## config.mk

```make
export PLATFORM = sky130hd
export DESIGN_NAME = aud_player_top
export DESIGN_NICKNAME = d
export VERILOG_FILES = /design/src/hdl/aud_pkg.sv /design/src/hdl/aud_sample_fifo.sv /design/src/hdl/aud_dac_shifter.sv /design/src/hdl/aud_play_timer.sv /design/src/hdl/aud_play_ctrl.sv /design/src/hdl/aud_player_top.sv
export SDC_FILE = /design/constraint.sdc
export NUM_CORES = 1
export LEC_CHECK = 0
export BUFFER_PORTS_ARGS = -buffer_cell sky130_fd_sc_hd__buf_2
export CAP_MARGIN = 20
export CORE_UTILIZATION = 55
export DETAILED_ROUTE_END_ITERATION = 6
export GPL_ROUTABILITY_DRIVEN = 0
export HOLD_SLACK_MARGIN = 0.12
export PLACE_DENSITY = 0.76
export SYNTH_ARGS = -nofsm -noshare
export SYNTH_HDL_FRONTEND = slang
export SYNTH_SLANG_ARGS = --single-unit
```

## constraint.sdc

```tcl
create_clock -name i_bclk -period 3.1 [get_ports i_bclk]
set_clock_uncertainty 0.05 [all_clocks]
set_input_delay 0 -clock i_bclk [delete_from_list [all_inputs] [get_ports i_bclk]]
set_output_delay 0 -clock i_bclk [all_outputs]
set_load 0.005 [all_outputs]
```

## src/hdl/aud_pkg.sv

```systemverilog
`default_nettype none

package aud_pkg;

    // sender states, in the order the controller steps through them.
    typedef enum logic [1:0] {
        S_IDLE  = 2'd0,
        S_WAIT  = 2'd1,
        S_DELAY = 2'd2,
        S_SEND  = 2'd3
    } aud_state_e;

    localparam int TPLAY_W = 6; // seconds count, wraps at 63.

    localparam int DEF_DATA_W        = 16;
    localparam int DEF_FIFO_DEPTH    = 8;
    localparam int DEF_TICKS_PER_SEC = 12_000_000; // bit clocks per second.

endpackage

`default_nettype wire

```

## src/hdl/aud_sample_fifo.sv

```systemverilog
`default_nettype none

module aud_sample_fifo #(
    parameter int DATA_W     = 16,
    parameter int FIFO_DEPTH = 8
) (
    input  wire logic              i_bclk,
    input  wire logic              i_rst_n,
    input  wire logic              i_wr,
    input  wire logic [DATA_W-1:0] i_wdata,
    input  wire logic              i_rd,
    output logic      [DATA_W-1:0] o_rdata,
    output logic                   o_empty,
    output logic                   o_full
);

    localparam int ADDR_W = (FIFO_DEPTH > 1) ? $clog2(FIFO_DEPTH) : 1;
    localparam int CNT_W  = $clog2(FIFO_DEPTH + 1);

    localparam logic [ADDR_W-1:0] PTR_LAST  = ADDR_W'(FIFO_DEPTH - 1);
    localparam logic [CNT_W-1:0]  CNT_DEPTH = CNT_W'(FIFO_DEPTH);

    logic [DATA_W-1:0] mem [FIFO_DEPTH];
    logic [ADDR_W-1:0] wr_ptr_q;
    logic [ADDR_W-1:0] rd_ptr_q;
    logic [CNT_W-1:0]  count_q;
    logic              wr_ok;
    logic              rd_ok;

    assign wr_ok = i_wr & ~o_full;  // writes while full are dropped.
    assign rd_ok = i_rd & ~o_empty;

    assign o_empty = (count_q == '0);
    assign o_full  = (count_q == CNT_DEPTH);
    assign o_rdata = mem[rd_ptr_q]; // head is shown, valid with the pop.

    always_ff @(posedge i_bclk) begin
        if (wr_ok) begin
            mem[wr_ptr_q] <= i_wdata;
        end
    end

    always_ff @(posedge i_bclk) begin
        if (!i_rst_n) begin
            wr_ptr_q <= '0;
            rd_ptr_q <= '0;
            count_q  <= '0;
        end else begin
            if (wr_ok) begin
                wr_ptr_q <= (wr_ptr_q == PTR_LAST) ? '0 : wr_ptr_q + 1'b1;
            end
            if (rd_ok) begin
                rd_ptr_q <= (rd_ptr_q == PTR_LAST) ? '0 : rd_ptr_q + 1'b1;
            end
            // simultaneous write and pop leave the count unchanged.
            case ({wr_ok, rd_ok})
                2'b10:   count_q <= count_q + 1'b1;
                2'b01:   count_q <= count_q - 1'b1;
                default: count_q <= count_q;
            endcase
        end
    end

endmodule

`default_nettype wire

```

## src/hdl/aud_dac_shifter.sv

```systemverilog
`default_nettype none

module aud_dac_shifter #(
    parameter int DATA_W = 16
) (
    input  wire logic              i_bclk,
    input  wire logic              i_rst_n,
    input  wire logic              i_load,
    input  wire logic              i_zero,
    input  wire logic [DATA_W-1:0] i_data,
    input  wire logic              i_shift,
    output logic                   o_dacdat
);

    logic [DATA_W-1:0] shreg_q;
    logic              dacdat_q;

    assign o_dacdat = dacdat_q;

    // holds the sample being sent.
    always_ff @(posedge i_bclk) begin
        if (i_load) begin
            shreg_q <= i_zero ? '0 : i_data; // silent frame on underrun.
        end else if (i_shift) begin
            shreg_q <= {shreg_q[DATA_W-2:0], 1'b0};
        end
    end

    // output bit is held low outside the send window.
    always_ff @(posedge i_bclk) begin
        if (!i_rst_n) begin
            dacdat_q <= 1'b0;
        end else if (i_shift) begin
            dacdat_q <= shreg_q[DATA_W-1]; // msb first.
        end else begin
            dacdat_q <= 1'b0;
        end
    end

endmodule

`default_nettype wire

```

## src/hdl/aud_play_timer.sv

```systemverilog
`default_nettype none

module aud_play_timer import aud_pkg::*; #(
    parameter int TICKS_PER_SEC = 12_000_000
) (
    input  wire logic               i_bclk,
    input  wire logic               i_rst_n,
    input  wire logic               i_run,
    output logic      [TPLAY_W-1:0] o_tplay
);

    localparam int TICK_W = (TICKS_PER_SEC > 1) ? $clog2(TICKS_PER_SEC) : 1;

    localparam logic [TICK_W-1:0] TICK_LAST = TICK_W'(TICKS_PER_SEC - 1);

    logic [TICK_W-1:0]  tick_q;
    logic [TPLAY_W-1:0] tplay_q;
    logic               sec_done;

    assign sec_done = (tick_q == TICK_LAST);
    assign o_tplay  = tplay_q;

    always_ff @(posedge i_bclk) begin
        if (!i_rst_n) begin
            tick_q  <= '0;
            tplay_q <= '0;
        end else if (i_run) begin
            if (sec_done) begin
                tick_q  <= '0;
                tplay_q <= tplay_q + 1'b1; // wraps 63 -> 0.
            end else begin
                tick_q <= tick_q + 1'b1;
            end
        end
        // both counts hold while paused.
    end

endmodule

`default_nettype wire

```

## src/hdl/aud_play_ctrl.sv

```systemverilog
`default_nettype none

module aud_play_ctrl import aud_pkg::*; #(
    parameter int DATA_W = 16
) (
    input  wire logic i_bclk,
    input  wire logic i_rst_n,
    input  wire logic i_daclrck,
    input  wire logic i_en,
    input  wire logic i_empty,
    output logic      o_pop,
    output logic      o_load,
    output logic      o_zero,
    output logic      o_shift,
    output logic      o_sent_finished,
    output logic      o_underrun
);

    localparam int CNT_W = $clog2(DATA_W + 1);

    localparam logic [CNT_W-1:0] CNT_DONE = CNT_W'(DATA_W);

    aud_state_e       state_q;
    aud_state_e       state_d;
    logic             lrck_q;
    logic             frame_start;
    logic [CNT_W-1:0] cnt_q;
    logic             zero_q;
    logic             finished_q;
    logic             underrun_q;
    logic             send_done;

    // left channel begins when lrck goes low.
    assign frame_start = lrck_q & ~i_daclrck;
    assign send_done   = (state_q == S_SEND) && (cnt_q == CNT_DONE);

    assign o_load  = (state_q == S_DELAY);
    assign o_zero  = o_load & i_empty;
    assign o_pop   = o_load & ~i_empty;
    assign o_shift = (state_q == S_SEND) && (cnt_q != CNT_DONE);

    assign o_sent_finished = finished_q;
    assign o_underrun      = underrun_q;

    always_comb begin
        state_d = state_q;
        case (state_q)
            S_IDLE: begin
                if (i_en) begin
                    state_d = S_WAIT;
                end
            end
            S_WAIT: begin
                if (!i_en) begin
                    state_d = S_IDLE;
                end else if (frame_start) begin
                    state_d = S_DELAY;
                end
            end
            S_DELAY: state_d = S_SEND; // one-bit i2s delay.
            S_SEND: begin
                if (send_done) begin
                    state_d = i_en ? S_WAIT : S_IDLE;
                end
            end
            default: state_d = S_IDLE;
        endcase
    end

    always_ff @(posedge i_bclk) begin
        if (!i_rst_n) begin
            state_q    <= S_IDLE;
            lrck_q     <= 1'b0;
            cnt_q      <= '0;
            zero_q     <= 1'b0;
            finished_q <= 1'b0;
            underrun_q <= 1'b0;
        end else begin
            state_q    <= state_d;
            lrck_q     <= i_daclrck;
            finished_q <= send_done & ~zero_q;
            underrun_q <= send_done & zero_q;
            if (o_load) begin
                cnt_q  <= '0;
                zero_q <= i_empty; // remembered for the closing pulse.
            end else if (o_shift) begin
                cnt_q <= cnt_q + 1'b1;
            end
        end
    end

endmodule

`default_nettype wire

```

## src/hdl/aud_player_top.sv

```systemverilog
`default_nettype none

module aud_player_top import aud_pkg::*; #(
    parameter int DATA_W        = DEF_DATA_W,
    parameter int FIFO_DEPTH    = DEF_FIFO_DEPTH,
    parameter int TICKS_PER_SEC = DEF_TICKS_PER_SEC
) (
    input  wire logic               i_bclk,
    input  wire logic               i_rst_n,
    input  wire logic               i_daclrck,
    input  wire logic               i_en,
    input  wire logic               i_sample_wr,
    input  wire logic [DATA_W-1:0]  i_sample,
    output logic                    o_aud_dacdat,
    output logic                    o_sent_finished,
    output logic                    o_underrun,
    output logic                    o_full,
    output logic      [TPLAY_W-1:0] o_tplay
);

    logic              fifo_pop;
    logic              fifo_empty;
    logic [DATA_W-1:0] fifo_rdata;
    logic              sh_load;
    logic              sh_zero;
    logic              sh_shift;

    aud_sample_fifo #(
        .DATA_W     (DATA_W),
        .FIFO_DEPTH (FIFO_DEPTH)
    ) i_fifo (
        .i_bclk  (i_bclk),
        .i_rst_n (i_rst_n),
        .i_wr    (i_sample_wr),
        .i_wdata (i_sample),
        .i_rd    (fifo_pop),
        .o_rdata (fifo_rdata),
        .o_empty (fifo_empty),
        .o_full  (o_full)
    );

    aud_dac_shifter #(
        .DATA_W (DATA_W)
    ) i_shifter (
        .i_bclk   (i_bclk),
        .i_rst_n  (i_rst_n),
        .i_load   (sh_load),
        .i_zero   (sh_zero),
        .i_data   (fifo_rdata),
        .i_shift  (sh_shift),
        .o_dacdat (o_aud_dacdat)
    );

    // play time runs with the enable level.
    aud_play_timer #(
        .TICKS_PER_SEC (TICKS_PER_SEC)
    ) i_timer (
        .i_bclk  (i_bclk),
        .i_rst_n (i_rst_n),
        .i_run   (i_en),
        .o_tplay (o_tplay)
    );

    aud_play_ctrl #(
        .DATA_W (DATA_W)
    ) i_ctrl (
        .i_bclk          (i_bclk),
        .i_rst_n         (i_rst_n),
        .i_daclrck       (i_daclrck),
        .i_en            (i_en),
        .i_empty         (fifo_empty),
        .o_pop           (fifo_pop),
        .o_load          (sh_load),
        .o_zero          (sh_zero),
        .o_shift         (sh_shift),
        .o_sent_finished (o_sent_finished),
        .o_underrun      (o_underrun)
    );

endmodule

`default_nettype wire

```

==> impl_metrics.ini, run 1 <==
[timing]
max_freq_ghz = 0.3749
rsz0062_at_grt = no
setup_viol = 0
tns_ns = 0
drv_slew = 0
min_period_over_period = 0.8603
slew_headroom = 0.5474
worstMarginPinSlew_ns = 0.6789
min_period_ns = 2.667
hold_violations = 0

[synth]
syn_area_um2 = 8058
async_flop_share = 0
yosys_most_used_dff = edfxtp_1
seq_area_frac_synth = 0.6733
synth.distinct_cells = 48
synth_nets = 562
ys_warn_count = 0
synth_edf_count = 144
syn_inst = 530
syn_area_per_cell_um2 = 15.20
ys_ff_latch = 199

[cts]
clock_sinks = 199
clock_path_buffers = 2
cts_buffers = 17
post_cts_buffers = 0
cts_resized = 0
path_clk_slew_ns = 0.07
cts_tree = done
htreeDepth = 4
root_buffer = clkbuf_16
clk_latency_ns = 0.43

[floorplanning]
die-area_um2 = 15140
die_y_um = 123.0
core_area_um2 = 14100
die_w_um = 123.0
io_pins = 31
floorplan.initialDensity = 0.5716
core.rowCount = 43

[power]
p_per_area_nw_per_um2 = 576.9
power_w = 0.005355
p_leak_nw = 3.250
vdd_drop_max_uv = 510.0

[worst_setup_path]
rr_startpoint = i_fifo.count_q[0]
critPathLaunchType = flip-flop
arrival_ns = 2.96
reg2regPathDepth = 10
rrSetupSlack_ns = 0.43
end_kind = flip-flop
path_class = flip-flop to flip-flop
slowest_delay_ns = 0.38
worstReg2RegEnd = i_fifo.count_q[2]
crit_required_ns = 3.40
cp_slowest_cell = dfxtp_1
crit_fanout = 10
crit_chain = nor3_1 > nand2_1 > nand2_1 > ha_1 > xor2_1 > ha_1 > a21oi_1 > xor2_1 > or3_1 > a21boi_0

[detailed_routing]
ant_nets = 0
drtIter0Drc = 272
firstDrtPassIters = 4
wl_per_cell_um = 18.57
drcViolationCount = 0
drt_wl_total_um = 14500
viasPerCell = 5.722
vias = 4469

[placed_design]
port_buffers = 30
dpl.hpwl_um = 8926
dp_cells = 727
dpl_cell_area_um2 = 8442

[grt]
grt_pass1_wl_um = 23540
grt_busiest_layer = met2
overflow = 0
grt_max_degree = 33
grt_use_met1 = 0.2661
gr-usage-met2 = 0.3722
grt_antenna_before_repair = 0
gr-usage-all-layers = 0.2152
first_global_vias = 4572
use_met3 = 0.05120

[final_layout]
final_nets = 620
area_delta_synth_final_pct = 15.20
final_area_um2 = 9283
fin_cells = 781
fin_util = 0.6585
n_antenna_cell = 0
drive_gt1_frac = 0.2030

[job]
max-cap-violations = 0

[min_path]
holdPathEnd = i_fifo.mem[7][6]
hold_path_startpoint = i_sample[6]
hp-class = primary input to flip-flop
hold_depth = 2

[run_status]
outcome = finished clean
[power breakdown]
part           internal, W  switching (W)  leakage, nW
clock              0.00124        0.00103        0.306
combinational    0.0000777      0.0000913         1.19
sequential         0.00289      0.0000254         1.75
total              0.00420        0.00115         3.25
[worst max-delay path: cells and delay by family, from the launching register on]
family                     cells  cell delay, ns
and+or+nand+nor                4            1.04
AOI/OAI and AO/OA              2            0.26
adders and majority gates      2            0.51
xor gates and xnor gates       2            0.35
DFF                            1            0.38
[through the flow]
step           worst slack, ns  hold slack (ns)
3_5_place_dp            0.4876           0.1768
3_3_place_gp            0.7060           0.1719
6_report                0.4330           0.3229
2_1_floorplan           0.1196          0.04887
5_1_grt                 0.1500           0.3114
4_1_cts                 0.4300           0.2978
[sequential cells by signal, indices dropped and copies added (netlist names), named ones only]
name / flops
i_ctrl.lrck_q: 1
i_fifo.mem: 128
i_fifo.rd_ptr_q: 3
i_fifo.wr_ptr_q: 3
i_ctrl.state_q: 1
i_ctrl.o_sent_finished: 1
i_ctrl.cnt_q: 5
i_ctrl.zero_q: 1
i_fifo.count_q: 4
i_timer.o_tplay: 6
i_timer.tick_q: 24
i_shifter.shreg_q: 16
i_shifter.o_dacdat: 1
i_ctrl.o_underrun: 1
[area by class of cell]
cell class	count	area (um2)
Multi-Input combinational cell	298	2504
Clock buffer	17	425.4
Timing Repair Buffer	65	480.5
Sequential cell	199	5426
Clock inverter	15	195.2
Tap cell	180	225.2
Inverter	7	26.28
Fill cell	953	4813
[placed cells by master (no fill, tap or decap), types with 4 or more instances in the layout]
master,synthesis,routed
nand2b_1,5,5
clkbuf_16,0,17
a21oi_1,4,4
nor3_1,9,5
nor4_1,8,7
ha_1,11,11
buf_4,1,12
o21ai_0,20,20
mux2i_1,20,20
inv_1,7,7
nor3_2,0,4
xnor2_1,15,15
nor2_1,35,35
inv_8,0,4
nand3_1,14,14
and2_1,12,12
edfxtp_1,144,144
dlygate4sd3_1,0,22
inv_6,0,4
and3_1,8,8
nand2_1,41,41
dfxtp_1,55,54
mux4_2,32,32
nor2b_1,6,6
nand4_1,7,7
xor2_1,18,18
buf_2,9,30
a21boi_0,8,8
[per-layer routing]
metal	routed length, um	share of wire
met1	6013	0.41
met5	0	0
met2	7619	0.53
met3	661	0.046
met4	207	0.014
[worst max path at each step]
stage	start	to	slack, ns
global route	i_fifo.count_q[1]	i_fifo.count_q[2]	0.15
global placement	i_fifo.count_q[1]	i_fifo.count_q[2]	0.71
detailed placement	i_fifo.count_q[1]	i_fifo.count_q[2]	0.49
floorplan	i_fifo.count_q[1]	i_fifo.mem[0][0]	0.12
CTS	i_fifo.count_q[1]	i_fifo.count_q[2]	0.43
finish	i_fifo.count_q[0]	i_fifo.count_q[2]	0.43
[synthesized netlist by cell type (2+ instances only)]
| cell | instances | share of area |
|---|---|---|
| xnor2_1 | 15 | 0.016 |
| buf_2 | 9 | 0.0056 |
| nand2b_1 | 5 | 0.0039 |
| a21oi_1 | 4 | 0.0025 |
| nor4_1 | 8 | 0.0062 |
| dfxtp_1 | 55 | 0.14 |
| ha_1 | 11 | 0.017 |
| and4_1 | 3 | 0.0033 |
| inv_1 | 7 | 0.0033 |
| edfxtp_1 | 144 | 0.54 |
| nor2b_1 | 6 | 0.0047 |
| a21boi_0 | 8 | 0.0075 |
| mux2i_1 | 20 | 0.025 |
| nor3b_1 | 2 | 0.0019 |
| nor3_1 | 9 | 0.0056 |
| mux4_2 | 32 | 0.089 |
| nand3_1 | 14 | 0.0087 |
| nand2_1 | 41 | 0.019 |
| or3_1 | 2 | 0.0016 |
| xor2_1 | 18 | 0.020 |
| nand4_1 | 7 | 0.0054 |
| o21ai_0 | 20 | 0.012 |
| and2_1 | 12 | 0.0093 |
| clkbuf_1 | 13 | 0.0061 |
| and3_1 | 8 | 0.0062 |
| nor2_1 | 35 | 0.016 |
[what timing repair did]
action | CTS | global route
endpoints found under the setup margin | 0 | 0
endpoints found under the hold margin | 167 | 0
hold buffers | 22 | 0
[logic make-up after synthesis]
kind of cell | after synthesis | synth area share
DFF | 199 | 0.6733
buffers and inverters | 33 | 0.02019
xor gates and xnor gates | 33 | 0.03587
AOI/OAI and AO/OA | 38 | 0.02857
and+or+nand+nor | 164 | 0.1107
adders and majority gates | 11 | 0.01708
muxes | 52 | 0.1143
(Power assumes the default switching activity.)
==> run 2, diff against run 1 <==
Settings changed: PLACE_DENSITY 0.76 to 0.73, RECOVER_POWER set to 50.
Clock period 3.1 ns to 2.7 ns, I/O delays scaled along.
==> run 2 against run 1 <==
Against the previous run: wire length up 3.6%; register-to-register slack worse by 0.17 ns; setup slack worse by 0.17 ns; final cell count up 0.13%; critical path type unchanged; critical endpoint unchanged.
==> impl_metrics.ini, run 2 (synthesized netlist as in run 1, its figures left out) <==
[run_status]
outcome = finished clean

[timing]
max_freq_ghz = 0.4102
min_period_ns = 2.438
rsz0062_at_grt = no
timing.hold.ws_ns = 0.3927
setup_viol = 0
slew_headroom = 0.2344
drv_slew = 0
hold_violations = 0
min_period_over_period = 0.9029
tns_ns = 0
worstMarginPinSlew_ns = 1.148

[placed_design]
dpl.hpwl_um = 8750
port_buffers = 30

[final_layout]
largest_reg_flops = 128
fill_cells = 985
regMostFlops = i_fifo.mem
reg_top3 = i_fifo.mem: 128 flops, i_timer.tick_q: 24 flops, i_shifter.shreg_q: 16 flops
n_antenna_cell = 0
final_nets = 621
drive_gt1_frac = 0.1611
mostFrequentLayoutCell = edfxtp_1
area_delta_synth_final_pct = 14.80
mostFrequentLayoutCells = 144 x edfxtp_1, 54 x dfxtp_1, 41 x nand2_1

[cts]
root_buffer = clkbuf_16
clk_latency_ns = 0.43
cts_tree = done
path_clk_slew_ns = 0.07
clock_path_buffers = 2
htreeDepth = 4
clock_sinks = 199
cts_resized = 0
cts_buffers = 17

[floorplanning]
floorplan.initialDensity = 0.5716
die_w_um = 123.0
die_y_um = 123.0
die-area_um2 = 15140
io_pins = 31
core_area_um2 = 14100
core.rowCount = 43

[grt]
overflow = 0
grt_antenna_before_repair = 0
first_global_vias = 4675
grt_max_degree = 33
gr-usage-all-layers = 0.2197
grt_pass1_wl_um = 24040

[detailed_routing]
drcViolationCount = 0
firstDrtPassIters = 4
drt_wl_total_um = 15020
wl_per_cell_um = 19.20
viasPerCell = 5.767
vias = 4510
ant_nets = 0
drtIter0Drc = 294

[worst_setup_path]
rr_startpoint = i_fifo.count_q[0]
end_kind = flip-flop
critPathLaunch = i_fifo.count_q[0]
worstReg2RegEnd = i_fifo.count_q[2]
critPathLaunchType = flip-flop
endpoint = i_fifo.count_q[2]
reg2regPathDepth = 9
arrival_ns = 2.74
crit_fanout = 6
rrSetupSlack_ns = 0.26
path_class = flip-flop to flip-flop
crit_required_ns = 3.01

[power]
p_leak_nw = 3.154
vdd_drop_max_uv = 532.3
p_per_area_nw_per_um2 = 658.2

[min_path]
hp-class = primary input to flip-flop
hold_path_startpoint = i_sample_wr

[job]
max-cap-violations = 0
==> run 2: cell types whose count changed in the layout (fill, tap and decap cells not counted), sizes merged <==
| cell | change |
|---|---|
| clkinv | +2 |
| clkbuf | +24 |
| bufinv | -2 |
| clkinvlp | +1 |
| buf | -23 |
| inv | -1 |
==> run 2: power breakdown <==
group	leakage (nW)	switching [W]	internal, W
Combinational	1.10	0.000108	0.0000851
Clock	0.297	0.00127	0.00127
Sequential	1.75	0.0000288	0.00332
Total	3.15	0.00141	0.00468
==> run 2: final cells by class <==
type                       instances  area (um2)  area share
clock buffer                      17       425.4     0.04599
sequential                       199        5426      0.5866
inverter                           7       26.28    0.002841
clock inverter                    15       195.2     0.02110
timing repair buffer              66       462.9     0.05005
tap                              180       225.2     0.02435
multi-input combinational        298        2489      0.2690
==> run 2: worst min path at each step <==
stage,endpoint,slack (ns),cells after the start
after floorplan,i_fifo.mem[0][0],0.05,0
after global placement,i_ctrl.lrck_q,0.18,2
after detailed placement,i_ctrl.lrck_q,0.18,2
after CTS,i_fifo.mem[1][13],0.31,2
after global routing,i_fifo.mem[3][1],0.41,2
final,i_fifo.wr_ptr_q[1],0.39,4
==> run 2: per-layer routing <==
| metal | track usage | vias up | part of all wire |
|---|---|---|---|
| li1 | - | 2118 | - |
| met1 | 0.2794 | 2284 | 0.42 |
| met2 | 0.3778 | 98 | 0.52 |
| met3 | 0.04474 | 10 | 0.046 |
| met4 | 0.07304 | 0 | 0.0086 |
| met5 | 0 | - | 0 |
==> run 2: critical path: stages, from the launching register on <==
cell and delay, ns:
dfxtp_1 0.38, o41ai_2 0.40, inv_1 0.16, ha_1 0.28, xor2_1 0.17, ha_1 0.18
a21oi_1 0.16, xor2_1 0.11, or3_1 0.33, a21boi_0 0.17
==> run 2: timing repair <==
action,in CTS,in global routing
setup buffers,0,0
endpoints found under the hold margin,167,0
hold buffers,22,0
==> run 2: through the flow <==
stage | total power [W] | area [um2] | setup WS (ns) | util | cells
floorplan | 0.003511 | 8064 | 0.09771 | - | 530
global placement | 0.003578 | 8471 | 0.4680 | 0.6009 | 728
detailed placement | 0.003590 | 8471 | 0.2992 | 0.6009 | 728
CTS | 0.006124 | 9311 | 0.2535 | 0.6606 | 782
global route | 0.006261 | 9250 | 0.06149 | 0.6562 | 782
finish | 0.006089 | 9250 | 0.2623 | 0.6562 | 782
==> run 3, diff against run 2 <==
Settings changed: CORE_UTILIZATION 55 to 45, PLACE_DENSITY 0.73 to 0.62.
==> run 3 against run 2 <==
Against the previous run: cell area up 0.16%; non-clock buffer count up 6; fmax down 0.16%; final cell count up 6.5%; setup slack worse by 0.0039 ns; power down 1.6%; count of clock-buffer cells in the layout up 3; first-iteration DRC count down 0.34%; die area up 22%; global-route usage down 4.6 points; critical path depth unchanged; critical path type unchanged; largest power group unchanged.
==> impl_metrics.ini, run 3 (synthesized netlist as in run 1, its figures left out) <==
[run_status]
outcome = finished clean

[worst_setup_path]
crit_fanout = 6
arrival_ns = 2.73
path_class = flip-flop to flip-flop
rrSetupSlack_ns = 0.26
critPathLaunchType = flip-flop
crit_required_ns = 2.99
end_kind = flip-flop

[power]
p_leak_nw = 3.157
p_per_area_nw_per_um2 = 646.7
p_seq_frac = 0.559
vdd_drop_max_uv = 542.2
power_w = 0.005992
sw_frac_of_total = 0.2126
comb_power_share = 0.032
switchingPower_w = 0.001274
p_int_w = 0.004718
clock_power_share = 0.410

[cts]
root_buffer = clkbuf_16
cts_buffers = 17
path_clk_slew_ns = 0.07
ctsHoldBuffers = 22
clk_latency_ns = 0.42
clock_sinks = 199
post_cts_buffers = 0
cts_tree = done
cts_resized = 0
htreeDepth = 4
clock_path_buffers = 2

[final_layout]
reg_top3 = i_fifo.mem: 128 flops, i_timer.tick_q: 24 flops, i_shifter.shreg_q: 16 flops
largest_reg_flops = 128
mostFrequentLayoutCells = 144 x edfxtp_1, 54 x dfxtp_1, 41 x nand2_1
drive_gt1_frac = 0.1563
fin_cells = 833
final_area_um2 = 9265
mostFrequentLayoutCell = edfxtp_1
area_delta_synth_final_pct = 14.98
regMostFlops = i_fifo.mem
n_antenna_cell = 0
final_nets = 627

[placed_design]
port_buffers = 30
dpl_cell_area_um2 = 8547
dp_cells = 779
dpl.hpwl_um = 9000

[timing]
worstMarginPinSlew_ns = 1.253
tns_ns = 0
rsz0062_at_grt = no
drv_slew = 0
min_period_ns = 2.442
min_period_over_period = 0.9043
max_freq_ghz = 0.4096
hold_violations = 0
slew_headroom = 0.1647
setup_viol = 0

[detailed_routing]
ant_nets = 0
wl_met1_um = 6608
wl_met2_um = 7258
wl_per_cell_um = 17.50
drtIter0Drc = 293
drcViolationCount = 0
drt_wl_total_um = 14580
viasPerCell = 5.294
routed.top_layer = met4
firstDrtPassIters = 4
met3_length_um = 595
vias = 4410

[grt]
overflow = 0
first_global_vias = 4529
grt_antenna_before_repair = 0
grt_pass1_wl_um = 23690
grt_max_degree = 32
gr-usage-all-layers = 0.1741

[min_path]
hp-class = primary input to flip-flop

[floorplanning]
core.rowCount = 48
die_w_um = 135.8
die-area_um2 = 18450
io_pins = 31
floorplan.initialDensity = 0.4626
core_area_um2 = 17420
die_y_um = 135.8

[job]
max-cap-violations = 0
==> run 3: changes by cell type in the layout (fill, tap and decap cells not counted), sizes merged <==
| cell | before | now |
|---|---|---|
| buf | 20 | 23 |
| clkbuf | 41 | 47 |
| bufinv | 0 | 1 |
| clkinv | 7 | 3 |
==> run 3: stage by stage <==
stage | hold WS, ns | utilization | setup WS [ns]
CTS | 0.3121 | 0.5361 | 0.3008
global route | 0.4190 | 0.5320 | 0.09113
global placement | 0.1794 | 0.4907 | 0.4723
finish | 0.4149 | 0.5320 | 0.2583
floorplan | 0.04887 | - | 0.09771
detailed placement | 0.1885 | 0.4907 | 0.3522
==> run 3: power by group through the flow <==
| stage | clock network (W) | logic (W) | registers (W) |
|---|---|---|---|
| after floorplan | 0 | 0.000104 | 0.00341 |
| after global placement | 0 | 0.000163 | 0.00341 |
| after detailed placement | 0 | 0.000173 | 0.00342 |
| after CTS | 0.00250 | 0.000198 | 0.00335 |
| after global routing | 0.00262 | 0.000211 | 0.00335 |
| final | 0.00245 | 0.000189 | 0.00335 |
==> run 3: metal layers <==
metal	GRT usage	vias up
li1	-	2125
met1	0.2287	2204
met2	0.2863	71
met3	0.04325	10
met4	0.04994	0
met5	0	-
==> run 3: path summary, 6_finish.rpt <==
check,cells after the start,endpoint,start
max,9,i_fifo.count_q[2],i_fifo.count_q[0]
min,2,i_fifo.mem[4][10],i_sample[10]
max reg2reg,9,i_fifo.count_q[2],i_fifo.count_q[0]
min reg2reg,2,i_timer.o_tplay[5],i_timer.o_tplay[5]
==> run 3: final cells by class <==
| type | instances | area [um2] |
|---|---|---|
| Fill cell | 1468 | 8152 |
| Clock buffer | 20 | 436.7 |
| Tap cell | 225 | 281.5 |
| Timing Repair Buffer | 72 | 474.2 |
| Multi-Input combinational cell | 298 | 2487 |
| Inverter | 7 | 26.28 |
| Sequential cell | 199 | 5426 |
| Clock inverter | 12 | 132.6 |
==> run 3: critical path, stage by stage, from the launching register on <==
cell and delay [ns]:
dfxtp_1 0.37, o41ai_1 0.43, inv_1 0.17, ha_1 0.28, xor2_1 0.16, ha_1 0.19
a21oi_1 0.15, xor2_1 0.09, or3_1 0.30, a21boi_0 0.17
